`config.mk`:
```
export PLATFORM = sky130hd
export DESIGN_NAME = rvfi_trace_top
export DESIGN_NICKNAME = d
export VERILOG_FILES = /design/src/rvfi_trace_pkg.sv /design/src/rvfi_trace_top.sv /design/src/rvfi_trace_retire.sv /design/src/rvfi_trace_fifo.sv /design/src/rvfi_trace_capture.sv
export VERILOG_INCLUDE_DIRS = /design/src
export SDC_FILE = /design/constraint.sdc
export NUM_CORES = 1
export LEC_CHECK = 0
export BUFFER_PORTS_ARGS = -buffer_cell sky130_fd_sc_hd__buf_2
export CAP_MARGIN = 10
export CORE_ASPECT_RATIO = 1.4
export CORE_MARGIN = 4
export CORE_UTILIZATION = 45
export CTS_CLUSTER_DIAMETER = 30
export CTS_CLUSTER_SIZE = 16
export DETAILED_ROUTE_END_ITERATION = 10
export GPL_TIMING_DRIVEN = 0
export PLACE_DENSITY = 0.68
export SYNTH_ARGS = -nofsm -noshare
export SYNTH_HDL_FRONTEND = slang
export SYNTH_SLANG_ARGS = --single-unit
```
`constraint.sdc`:
```
create_clock -name clk_i -period 3.2 [get_ports clk_i]
set_input_delay 0.64 -clock clk_i [delete_from_list [all_inputs] [get_ports clk_i]]
set_output_delay 0.64 -clock clk_i [all_outputs]
set_load 0.02 [all_outputs]
```
`src/rvfi_trace_settings.svh`:
```
// Build-time sizes for the retirement trace unit.
// RVFI_FIFO_DEPTH must be a power of two because the buffer wraps its pointers.
// RVFI_DBG_CAUSE_W must not exceed RVFI_IRQ_ID_W, as both share one info field.

`ifndef RVFI_TRACE_SETTINGS_SVH
`define RVFI_TRACE_SETTINGS_SVH

// Width of the instruction PC carried with every entry
`define RVFI_PC_W 32

// Number of entries in the in-order trace buffer
`define RVFI_FIFO_DEPTH 4

// Interrupt id width, which also sizes the shared trap info field
`define RVFI_IRQ_ID_W 5

// Debug cause width as reported on rvfi_dbg
`define RVFI_DBG_CAUSE_W 3

`endif
```
`src/rvfi_trace_pkg.sv`:
```
// Types shared by the capture, buffer and retire stages.
// The trap info field is sized by the interrupt id; a debug cause sits in
// its low bits and the bits above it are zero.

`include "rvfi_trace_settings.svh"

package rvfi_trace_pkg;

  ////////////////////////////////////////////////////////////////////////////
  // Trap kinds and trap payload
  ////////////////////////////////////////////////////////////////////////////

  // Kind of event attached to a retired instruction
  typedef enum logic [1:0] {
    TRAP_NONE  = 2'd0,
    TRAP_IRQ   = 2'd1,
    TRAP_DEBUG = 2'd2
  } trap_kind_e;

  // Debug view of the info field, cause zero extended into the upper bits
  typedef struct packed {
    logic [`RVFI_IRQ_ID_W-`RVFI_DBG_CAUSE_W-1:0] zero;
    logic [`RVFI_DBG_CAUSE_W-1:0]                cause;
  } trap_dbg_t;

  // One info word, read as an interrupt id or as a debug cause by kind
  typedef union packed {
    logic [`RVFI_IRQ_ID_W-1:0] irq_id;
    trap_dbg_t                 dbg;
  } trap_info_u;

  // Cause value reported whenever debug entry came from an ebreak
  localparam logic [`RVFI_DBG_CAUSE_W-1:0] DBG_CAUSE_EBREAK = 3'd1;

  ////////////////////////////////////////////////////////////////////////////
  // Buffer entry
  ////////////////////////////////////////////////////////////////////////////

  // Everything needed to retire one instruction, 39 bits with default sizes
  typedef struct packed {
    logic [`RVFI_PC_W-1:0] pc;
    trap_kind_e            kind;
    trap_info_u            info;
  } trace_entry_t;

endpackage

```
`src/rvfi_trace_top.sv`:
```
// Top level of the retirement trace unit.
// Capture feeds the in-order buffer, which retire drains under retire_stall.
// A stalled retire fills the buffer and then holds off instr_ack.

`timescale 1ns/1ps

`include "rvfi_trace_settings.svh"

module rvfi_trace_top import rvfi_trace_pkg::*; (
  input  logic                         clk_i,
  input  logic                         rst_ni,
  input  logic                         instr_req,
  input  logic [`RVFI_PC_W-1:0]        instr_pc,
  output logic                         instr_ack,
  input  logic                         irq_ack,
  input  logic [`RVFI_IRQ_ID_W-1:0]    irq_id,
  input  logic                         dbg_ack,
  input  logic [`RVFI_DBG_CAUSE_W-1:0] dbg_cause,
  input  logic                         ebreak,
  output logic                         event_pending,
  input  logic                         retire_stall,
  output logic                         rvfi_valid,
  output logic [`RVFI_PC_W-1:0]        rvfi_pc,
  output logic                         rvfi_intr,
  output logic [`RVFI_IRQ_ID_W-1:0]    rvfi_irq_id,
  output logic [`RVFI_DBG_CAUSE_W-1:0] rvfi_dbg
);

  // Capture to buffer
  logic         push_valid;
  trace_entry_t push_entry;
  logic         full;

  // Buffer to retire
  trace_entry_t head;
  logic         empty;
  logic         pop;

  rvfi_trace_capture i_capture (
    .clk_i        (clk_i),
    .rst_ni       (rst_ni),
    .instr_req    (instr_req),
    .instr_pc     (instr_pc),
    .instr_ack    (instr_ack),
    .irq_ack      (irq_ack),
    .irq_id       (irq_id),
    .dbg_ack      (dbg_ack),
    .dbg_cause    (dbg_cause),
    .ebreak       (ebreak),
    .event_pending(event_pending),
    .full         (full),
    .push_valid   (push_valid),
    .push_entry   (push_entry)
  );

  rvfi_trace_fifo i_fifo (
    .clk_i     (clk_i),
    .rst_ni    (rst_ni),
    .push_valid(push_valid),
    .push_entry(push_entry),
    .full      (full),
    .pop       (pop),
    .head      (head),
    .empty     (empty)
  );

  rvfi_trace_retire i_retire (
    .clk_i       (clk_i),
    .rst_ni      (rst_ni),
    .empty       (empty),
    .head        (head),
    .pop         (pop),
    .retire_stall(retire_stall),
    .rvfi_valid  (rvfi_valid),
    .rvfi_pc     (rvfi_pc),
    .rvfi_intr   (rvfi_intr),
    .rvfi_irq_id (rvfi_irq_id),
    .rvfi_dbg    (rvfi_dbg)
  );

endmodule

```
`src/rvfi_trace_retire.sv`:
```
// Retire stage, presents one buffered entry per cycle on RVFI-style outputs.
// All RVFI outputs are registered; rvfi_valid is high for one cycle per entry.
// rvfi_pc and rvfi_irq_id hold their last value while rvfi_valid is low.

`timescale 1ns/1ps

`include "rvfi_trace_settings.svh"

module rvfi_trace_retire import rvfi_trace_pkg::*; (
  input  logic                         clk_i,
  input  logic                         rst_ni,
  // Buffer head
  input  logic                         empty,
  input  trace_entry_t                 head,
  output logic                         pop,
  // External back-pressure
  input  logic                         retire_stall,
  // Retirement trace
  output logic                         rvfi_valid,
  output logic [`RVFI_PC_W-1:0]        rvfi_pc,
  output logic                         rvfi_intr,
  output logic [`RVFI_IRQ_ID_W-1:0]    rvfi_irq_id,
  output logic [`RVFI_DBG_CAUSE_W-1:0] rvfi_dbg
);

  // Decoded trap fields of the current head
  logic                         intr_d;
  logic [`RVFI_IRQ_ID_W-1:0]    irq_id_d;
  logic [`RVFI_DBG_CAUSE_W-1:0] dbg_d;

  // Take the head whenever there is one and nobody holds us off
  assign pop = !empty && !retire_stall;

  ////////////////////////////////////////////////////////////////////////////
  // Trap info decode
  ////////////////////////////////////////////////////////////////////////////

  // Fields of the kind that is absent read as zero
  always_comb begin
    intr_d   = 1'b0;
    irq_id_d = '0;
    dbg_d    = '0;
    case (head.kind)
      TRAP_IRQ: begin
        intr_d   = 1'b1;
        irq_id_d = head.info.irq_id;
      end
      TRAP_DEBUG: begin
        dbg_d = head.info.dbg.cause;
      end
      default: begin
        intr_d = 1'b0;
      end
    endcase
  end

  ////////////////////////////////////////////////////////////////////////////
  // Output registers
  ////////////////////////////////////////////////////////////////////////////

  // Valid and the trap flags only stand while an entry is shown
  always_ff @(posedge clk_i or negedge rst_ni) begin
    if (!rst_ni) begin
      rvfi_valid <= 1'b0;
      rvfi_intr  <= 1'b0;
      rvfi_dbg   <= '0;
    end else begin
      rvfi_valid <= pop;
      rvfi_intr  <= pop && intr_d;
      rvfi_dbg   <= pop ? dbg_d : '0;
    end
  end

  // PC and interrupt id are payload and only move on a pop
  always_ff @(posedge clk_i) begin
    if (pop) begin
      rvfi_pc     <= head.pc;
      rvfi_irq_id <= irq_id_d;
    end
  end

endmodule

```
`src/rvfi_trace_fifo.sv`:
```
// In-order trace buffer between capture and retire.
// Depth comes from RVFI_FIFO_DEPTH and must be a power of two.
// Pushes while full and pops while empty are ignored.
// The head is read combinationally from the storage array.

`timescale 1ns/1ps

`include "rvfi_trace_settings.svh"

module rvfi_trace_fifo import rvfi_trace_pkg::*; (
  input  logic         clk_i,
  input  logic         rst_ni,
  // Push side, driven by capture
  input  logic         push_valid,
  input  trace_entry_t push_entry,
  output logic         full,
  // Pop side, driven by retire
  input  logic         pop,
  output trace_entry_t head,
  output logic         empty
);

  // Address bits, pointers carry one extra wrap bit
  localparam int AW = $clog2(`RVFI_FIFO_DEPTH);

  trace_entry_t mem_q [`RVFI_FIFO_DEPTH];

  logic [AW:0] wr_ptr_q;
  logic [AW:0] rd_ptr_q;

  // Qualified transfers for this cycle
  logic do_push;
  logic do_pop;

  ////////////////////////////////////////////////////////////////////////////
  // Status flags
  ////////////////////////////////////////////////////////////////////////////

  // Same address with different wrap bits means the array is full
  assign full  = (wr_ptr_q[AW] != rd_ptr_q[AW]) &&
                 (wr_ptr_q[AW-1:0] == rd_ptr_q[AW-1:0]);
  assign empty = (wr_ptr_q == rd_ptr_q);

  assign do_push = push_valid && !full;
  assign do_pop  = pop && !empty;

  ////////////////////////////////////////////////////////////////////////////
  // Pointers
  ////////////////////////////////////////////////////////////////////////////

  // Push and pop are independent, so both may advance in one cycle
  always_ff @(posedge clk_i or negedge rst_ni) begin
    if (!rst_ni) begin
      wr_ptr_q <= '0;
      rd_ptr_q <= '0;
    end else begin
      if (do_push) begin
        wr_ptr_q <= wr_ptr_q + 1'b1;
      end
      if (do_pop) begin
        rd_ptr_q <= rd_ptr_q + 1'b1;
      end
    end
  end

  ////////////////////////////////////////////////////////////////////////////
  // Storage
  ////////////////////////////////////////////////////////////////////////////

  always_ff @(posedge clk_i) begin
    if (do_push) begin
      mem_q[wr_ptr_q[AW-1:0]] <= push_entry;
    end
  end

  // An entry written on one edge shows at the head right after it
  assign head = mem_q[rd_ptr_q[AW-1:0]];

endmodule

```
`src/rvfi_trace_capture.sv`:
```
// Core-facing capture stage of the trace unit.
// The core must pulse irq_ack or dbg_ack only while event_pending is low,
// and never both in one cycle. Only one event is held at a time.
// The instruction port is four-phase; a full buffer delays the ack.

`timescale 1ns/1ps

`include "rvfi_trace_settings.svh"

module rvfi_trace_capture import rvfi_trace_pkg::*; (
  input  logic                         clk_i,
  input  logic                         rst_ni,
  // Instruction port, four-phase req/ack
  input  logic                         instr_req,
  input  logic [`RVFI_PC_W-1:0]        instr_pc,
  output logic                         instr_ack,
  // Event acknowledgements from the core
  input  logic                         irq_ack,
  input  logic [`RVFI_IRQ_ID_W-1:0]    irq_id,
  input  logic                         dbg_ack,
  input  logic [`RVFI_DBG_CAUSE_W-1:0] dbg_cause,
  input  logic                         ebreak,
  output logic                         event_pending,
  // Push side of the trace buffer
  input  logic                         full,
  output logic                         push_valid,
  output trace_entry_t                 push_entry
);

  // Idle waits for a request, acked waits for the core to drop it
  typedef enum logic {
    CAP_IDLE  = 1'b0,
    CAP_ACKED = 1'b1
  } cap_state_e;

  cap_state_e state_q;
  cap_state_e state_d;

  // Pending event, kind is control state and info is payload
  trap_kind_e pend_kind_q;
  trap_info_u pend_info_q;

  // Event as it would be stored from this cycle's acknowledgement
  trap_kind_e new_kind;
  trap_info_u new_info;

  ////////////////////////////////////////////////////////////////////////////
  // Four-phase instruction port
  ////////////////////////////////////////////////////////////////////////////

  // A push happens on the same edge that raises the ack
  assign push_valid = (state_q == CAP_IDLE) && instr_req && !full;
  assign instr_ack  = (state_q == CAP_ACKED);

  always_comb begin
    state_d = state_q;
    case (state_q)
      CAP_IDLE: begin
        if (push_valid) begin
          state_d = CAP_ACKED;
        end
      end
      CAP_ACKED: begin
        // Ack falls on the edge after the core releases its request
        if (!instr_req) begin
          state_d = CAP_IDLE;
        end
      end
      default: state_d = CAP_IDLE;
    endcase
  end

  ////////////////////////////////////////////////////////////////////////////
  // Pending event register
  ////////////////////////////////////////////////////////////////////////////

  // Ebreak overrides whatever cause the core reported
  always_comb begin
    new_kind = TRAP_NONE;
    new_info = '0;
    if (irq_ack) begin
      new_kind        = TRAP_IRQ;
      new_info.irq_id = irq_id;
    end else if (dbg_ack) begin
      new_kind           = TRAP_DEBUG;
      new_info.dbg.cause = ebreak ? DBG_CAUSE_EBREAK : dbg_cause;
    end
  end

  always_ff @(posedge clk_i or negedge rst_ni) begin
    if (!rst_ni) begin
      state_q     <= CAP_IDLE;
      pend_kind_q <= TRAP_NONE;
    end else begin
      state_q <= state_d;
      // A fresh ack wins, so an ack in a push cycle waits for the next one
      if (irq_ack || dbg_ack) begin
        pend_kind_q <= new_kind;
      end else if (push_valid) begin
        pend_kind_q <= TRAP_NONE;
      end
    end
  end

  always_ff @(posedge clk_i) begin
    if (irq_ack || dbg_ack) begin
      pend_info_q <= new_info;
    end
  end

  assign event_pending = (pend_kind_q != TRAP_NONE);

  // Attach the held event, info is forced to zero on plain instructions
  assign push_entry.pc   = instr_pc;
  assign push_entry.kind = pend_kind_q;
  assign push_entry.info = event_pending ? pend_info_q : '0;

endmodule

```
==> impl_metrics.py, run 1 <==
metrics = {
    "worst_setup_path": {
        "crit_path_end_kind": "flip-flop",
        "worstReg2RegStart": "i_fifo.rd_ptr_q[1]",
        "reg2reg_to": "i_fifo.mem_q[1][27]",
        "reg2regPathDepth": 5,
        "critical_path_class": "flip-flop to flip-flop",
        "r2r_slack_ns": 0.99,
        "start_kind": "flip-flop",
        "cp.arrival_ns": 2.42,
        "critPathMaxFanout": 24,
        "worstPathRequired_ns": 3.40,
    },
    "grt": {
        "grt_pass1_vias": 3893,
        "gr-total-overflow": 0,
        "grt_start_max_net_pins": 38,
        "antenna_found_initial": 1,
        "grtUsageTotal": 0.139,
        "grt_pass1_wl_um": 20900,
    },
    "run": {
        "max-cap-violations": 0,
    },
    "place": {
        "port_buffers": 90,
        "place_inst": 658,
        "place_area_um2": 8640,
        "gp_congestion": 0.674,
        "dpl.hpwl_um": 8470,
    },
    "yosys": {
        "ys_types": 32,
        "syn_area_um2": 7800,
        "synth_area_leader_cell": "edfxtp_1",
        "yosysTopAreaCellShare": 0.763,
        "netlist_instances": 331,
        "synth_warnings": 0,
        "ys_seq_area_frac": 0.807,
        "synthTopCellsByArea": "edfxtp_1 (76%), mux4_2 (11%), dfrtp_1 (4.5%)",
        "synth_seq_cells": 212,
        "avgSynthCellArea_um2": 23.6,
        "syn_nets": 383,
    },
    "hold_path": {
        "min_path_type": "input pin to async pin",
    },
    "pwr": {
        "power.density_nw_per_um2": 994,
        "comb_power_share": 0.245,
        "p_int_mw": 6.94,
        "p_sw_mw": 2.69,
        "p_clk_frac": 0.342,
        "p_seq_frac": 0.413,
        "p_sw_frac": 0.279,
        "leakagePower_nw": 3.45,
        "vdd_drop_max_uv": 395,
    },
    "floorplanning": {
        "fp.dieW_um": 119,
        "io_pins": 91,
        "die_area_um2": 19500,
        "die_h_um": 164,
        "initial_utilization": 0.462,
        "core_um2": 16900,
        "placementRows": 56,
    },
    "drt": {
        "via_count": 3524,
        "dr.first_iter.drc_count": 227,
        "dr.pass1.iters": 4,
        "vias_per_cell": 4.93,
        "post_drt_wl_per_cell_um": 18.6,
        "wirelength_um": 13300,
        "drc": 0,
        "postRouteAntennaNets": 0,
    },
    "clock_network": {
        "clk-insertion-delay-late_ns": 0.52,
        "clk_pin_slew_ns": 0.06,
        "clk_path_buf_depth": 3,
        "postCtsSetupBuffers": 0,
        "htreeDepth": 1,
        "cts_root_buf": "clkbuf_16",
        "cts_buffers": 30,
        "cts_tree": "done",
        "hold_buffers": 0,
        "clock_sinks": 212,
        "postCtsResizedCells": 0,
    },
    "final_layout": {
        "final_nets": 510,
        "fin_cells": 715,
        "drive_gt1_frac": 0.440,
        "area_delta_synth_final_pct": 24.2,
        "mostFrequentLayoutCell": "edfxtp_1",
        "final_cell_mix": "edfxtp_1 (198), buf_2 (95), mux4_2 (39)",
        "finalInstanceArea_um2": 9690,
    },
    "sta": {
        "worst_pin_slew_ns": 0.514,
        "clock_skew_ns": 0.0109,
        "fin_crit_sh": 0.691,
        "fmax_mhz": 452,
        "hold_violations": 0,
        "slew_headroom": 0.657,
        "finalSetupViolations": 0,
        "rsz0062_at_grt": "no",
        "drv_slew": 0,
        "period_needed_ns": 2.21,
    },
    "status": {
        "outcome": "finished, final reports clean",
    },
}
==> metrics by stage <==
stage | setup TNS, ns | power [mW] | hold WS [ns] | utilization | setup WS, ns
finish | 0 | 9.63 | 0.0264 | 0.574 | 0.988
global route | 0 | 10.1 | 0.0251 | 0.574 | 0.868
CTS | 0 | 9.78 | 0.0133 | 0.574 | 0.959
detailed placement | 0 | 6.46 | 0.496 | 0.512 | 0.926
global placement | -10.88 | 6.34 | 0.494 | 0.506 | -0.100
floorplan | 0 | 5.70 | 0.344 | - | 0.832
==> cells in the mapped netlist <==
library cell and n:
edfxtp_1 198, mux4_2 39, dfrtp_1 14, and2_1 10
inv_1 9, nand2_1 6, nor2b_1 6, xnor2_1 6
buf_2 5, buf_6 5, ha_1 5, o21ai_0 4
mux2_4 2, nand2b_1 2, nor3b_2 2, xor2_2 2
a311o_1 1, a31oi_4 1, and2b_1 1, clkbuf_1 1
nand2b_4 1, nand3_1 1, nor2_1 1, nor2b_4 1
nor3_1 1, o21a_1 1, o21bai_1 1, o22ai_1 1
o311ai_0 1, o31ai_4 1, or2_2 1, xor2_1 1
==> per-layer routing <==
layer,global-route usage,wire [um],up-vias
met5,0,7,-
met4,0.0474,249,2
met3,0.0296,635,24
met2,0.249,7340,86
met1,0.167,5060,1802
li1,-,-,1610
==> cell families after synthesis <==
kind of cell | count (synthesis) | synth area share
xor+xnor | 9 | 0.0120
simple gates | 33 | 0.0276
mux | 41 | 0.116
fa+ha+maj | 5 | 0.00802
buf+inv | 20 | 0.0152
flops | 212 | 0.807
compound gates | 11 | 0.0132
==> critical path: stages, from the launching register on <==
cell	delay [ns]
dfrtp_1	0.38
buf_2	0.18
xnor2_1	0.20
a31oi_4	0.33
and2_2	0.54
buf_12	0.27
==> layout make-up <==
| cell class | count | area [um^2] |
|---|---|---|
| tap | 232 | 290 |
| antenna | 1 | 2.50 |
| sequential | 212 | 6300 |
| clock buffer | 33 | 793 |
| clock inverter | 23 | 249 |
| multi-input combinational | 99 | 1390 |
| fill | 1246 | 7200 |
| inverter | 9 | 33.8 |
| timing repair buffer | 95 | 551 |
| buffer | 11 | 85.1 |
==> registers in the layout, indices dropped and copies added, names as in the netlist <==
register,flops
i_capture.instr_ack,1
i_capture.pend_info_q,5
i_capture.pend_kind_q,2
i_fifo.mem_q,156
i_fifo.rd_ptr_q,3
i_fifo.wr_ptr_q,3
i_retire.rvfi_dbg,3
i_retire.rvfi_intr,1
i_retire.rvfi_irq_id,5
i_retire.rvfi_pc,32
i_retire.rvfi_valid,1
==> worst max-delay path by stage <==
stage	from	endpoint	cells after the start
floorplan	i_fifo.rd_ptr_q[1]	i_fifo.mem_q[0][0]	4
global placement	instr_req	i_fifo.mem_q[1][25]	4
detailed placement	instr_req	i_fifo.mem_q[1][14]	5
CTS	i_fifo.rd_ptr_q[1]	i_fifo.mem_q[2][27]	5
global route	i_capture.pend_kind_q[1]	event_pending	3
finish	i_fifo.rd_ptr_q[1]	i_fifo.mem_q[1][27]	5
==> power groups by stage <==
stage               Combinational [mW]  Sequential [mW]  Clock (mW)
finish                            2.36             3.98        3.29
global route                      2.55             4.03        3.50
CTS                               2.43             3.99        3.36
detailed placement                2.42             4.04           0
global placement                  2.30             4.04           0
floorplan                         1.35             4.35           0
No activity file was read; power rests on OpenSTA's default activity.
==> run 2, diff against run 1 <==
--- a/config.mk
+++ b/config.mk
@@ -15,7 +15,7 @@
 export CTS_CLUSTER_SIZE = 16
 export DETAILED_ROUTE_END_ITERATION = 10
 export GPL_TIMING_DRIVEN = 0
-export PLACE_DENSITY = 0.68
+export PLACE_DENSITY = 0.71
 export SYNTH_ARGS = -nofsm -noshare
 export SYNTH_HDL_FRONTEND = slang
 export SYNTH_SLANG_ARGS = --single-unit
==> constraint.sdc (replaced) <==
create_clock -name clk_i -period 2 [get_ports clk_i]
set_input_delay 0.4 -clock clk_i [delete_from_list [all_inputs] [get_ports clk_i]]
set_output_delay 0.4 -clock clk_i [all_outputs]
set_load 0.02 [all_outputs]
==> impl_metrics.py, run 2 (synthesis results as in run 1) <==
metrics = {
    "place": {
        "port_buffers": 90,
        "place_area_um2": 8560,
        "post-place-ws_ns": -0.586,
        "place_inst": 653,
        "gp_congestion": 0.672,
        "dpl.hpwl_um": 8010,
    },
    "worst_setup_path": {
        "worstPathRequired_ns": 2.19,
        "reg2reg_to": "i_retire.rvfi_pc[8]",
        "critical_path_class": "flip-flop to flip-flop",
        "reg2regPathDepth": 4,
        "slowest_stage": "o31ai_4",
        "critPathLaunch": "i_fifo.rd_ptr_q[0]",
        "critPathMaxFanout": 38,
        "start_kind": "flip-flop",
        "crit_path_cell_trace": "buf_6 -> xor2_2 -> o31ai_4 -> inv_6",
        "crit_path_end_kind": "flip-flop",
        "worstReg2RegStart": "i_fifo.rd_ptr_q[0]",
        "r2r_slack_ns": 0.08,
        "worst_path_largest_cell_delay_ns": 0.54,
        "cp.arrival_ns": 2.11,
        "endpoint": "i_retire.rvfi_pc[8]",
    },
    "drt": {
        "post_drt_wl_per_cell_um": 19.7,
        "dr.pass1.iters": 4,
        "via_count": 3636,
        "drc": 0,
        "postRouteAntennaNets": 0,
        "vias_per_cell": 5.03,
        "dr.first_iter.drc_count": 162,
        "wirelength_um": 14200,
    },
    "final_layout": {
        "final_nets": 520,
        "mostFrequentLayoutCell": "edfxtp_1",
        "final_util": 0.573,
        "drive_gt1_frac": 0.443,
        "finalInstanceArea_um2": 9680,
        "largest_register_ff_count": 156,
        "multiInputGateArea_um2": 1460,
        "area_delta_synth_final_pct": 24.1,
        "fin_cells": 723,
        "final_cell_mix": "edfxtp_1 (198), buf_2 (94), mux4_2 (39)",
        "seq_area_um2": 6300,
        "fill_cells": 1256,
    },
    "clock_network": {
        "clk_pin_slew_ns": 0.05,
        "cts_tree": "done",
        "clk_path_buf_depth": 3,
        "cts_buffers": 31,
        "clock_sinks": 212,
        "clk-insertion-delay-late_ns": 0.52,
        "htreeDepth": 1,
        "cts_root_buf": "clkbuf_16",
    },
    "grt": {
        "grt_pass1_vias": 4053,
        "grt_start_max_net_pins": 39,
        "gr-total-overflow": 0,
        "antenna_found_initial": 2,
        "grtUsageTotal": 0.149,
        "grt_pass1_wl_um": 22100,
    },
    "pwr": {
        "leakagePower_nw": 3.42,
        "finalPower_mw": 15.1,
        "vdd_drop_max_uv": 670,
        "power.density_nw_per_um2": 1560,
    },
    "hold_path": {
        "hold_path_depth": 1,
        "min_path_type": "input pin to flip-flop",
    },
    "status": {
        "outcome": "finished, final reports clean",
    },
    "sta": {
        "fmax_mhz": 521,
        "finalSetupViolations": 0,
        "hold_violations": 0,
        "worst_pin_slew_ns": 0.578,
        "clock_skew_ns": 0.00916,
        "slew_headroom": 0.615,
        "period_needed_ns": 1.92,
        "drv_slew": 0,
        "fin_ws_ns": 0.0792,
        "fin_crit_sh": 0.960,
    },
    "floorplanning": {
        "die_area_um2": 19500,
        "fp.dieW_um": 119,
        "initial_utilization": 0.462,
        "io_pins": 91,
        "die_h_um": 164,
        "core_um2": 16900,
        "placementRows": 56,
    },
    "run": {
        "max-cap-violations": 0,
    },
}
## run 2: changes by cell type in the layout (fill, tap and decap cells not counted), moves of 3 or more
cell,delta
and2_4,+6
clkbuf_1,+5
buf_4,+4
bufinv_16,-4
and2_2,-3
## run 2: worst min-delay path by stage
stage,start,to,slack (ns)
after floorplan,rst_ni,i_capture.instr_ack,0.10
after global placement,rst_ni,i_capture.instr_ack,0.32
after detailed placement,rst_ni,i_fifo.wr_ptr_q[2],0.34
after CTS,instr_pc[13],i_fifo.mem_q[2][20],0.07
after global routing,instr_pc[2],i_fifo.mem_q[2][9],0.08
final,instr_pc[13],i_fifo.mem_q[3][20],0.09
## run 2: layer usage
metal | routed length, um | part of all wire | GRT usage
met4 | 374 | 0.026 | 0.0554
met3 | 625 | 0.044 | 0.0331
met2 | 7680 | 0.54 | 0.268
met5 | 8 | 0.00056 | 0
met1 | 5540 | 0.39 | 0.176
## run 2: area by class of cell
| class | instances | share of cell area |
|---|---|---|
| buffer | 11 | 0.00944 |
| timing repair inverter | 2 | 0.00155 |
| tap | 232 | 0.0300 |
| clock buffer | 37 | 0.0825 |
| sequential | 212 | 0.651 |
| timing repair buffer | 99 | 0.0590 |
| inverter | 9 | 0.00440 |
| multi-input combinational | 102 | 0.151 |
| antenna | 1 | 0.000259 |
| clock inverter | 18 | 0.0116 |
## run 2: critical path: cells and delay by family (launching register included)
kind | cells | cell delay, ns
DFF | 1 | 0.39
AOI/OAI and AO/OA | 1 | 0.54
xor gates and xnor gates | 1 | 0.19
buffers and inverters | 2 | 0.46
## run 2: metrics by stage
stage               TNS (ns)  hold WS (ns)
global placement     -100.10         0.324
finish                     0        0.0881
global route          -0.978        0.0785
floorplan              -2.90         0.104
detailed placement    -81.32         0.336
CTS                        0        0.0668
## run 2: what timing repair did
action / 4_1_cts / 5_1_grt
gates cloned: 5 / 0
buffers inserted: 4 / 4
hold buffers: 1 / 0
pin swaps: 3 / 2
endpoints found under the setup margin: 194 / 132
resized for setup: 11 / 6
hold endpoints to repair: 14 / 0
## run 2: power breakdown
group | total [mW] | switching, mW | internal, mW | leakage (nW)
combinational | 4.02 | 2.28 | 1.74 | 0.986
sequential | 6.40 | 0.319 | 6.08 | 2.00
clock | 4.65 | 1.81 | 2.84 | 0.435
total | 15.1 | 4.41 | 10.7 | 3.42
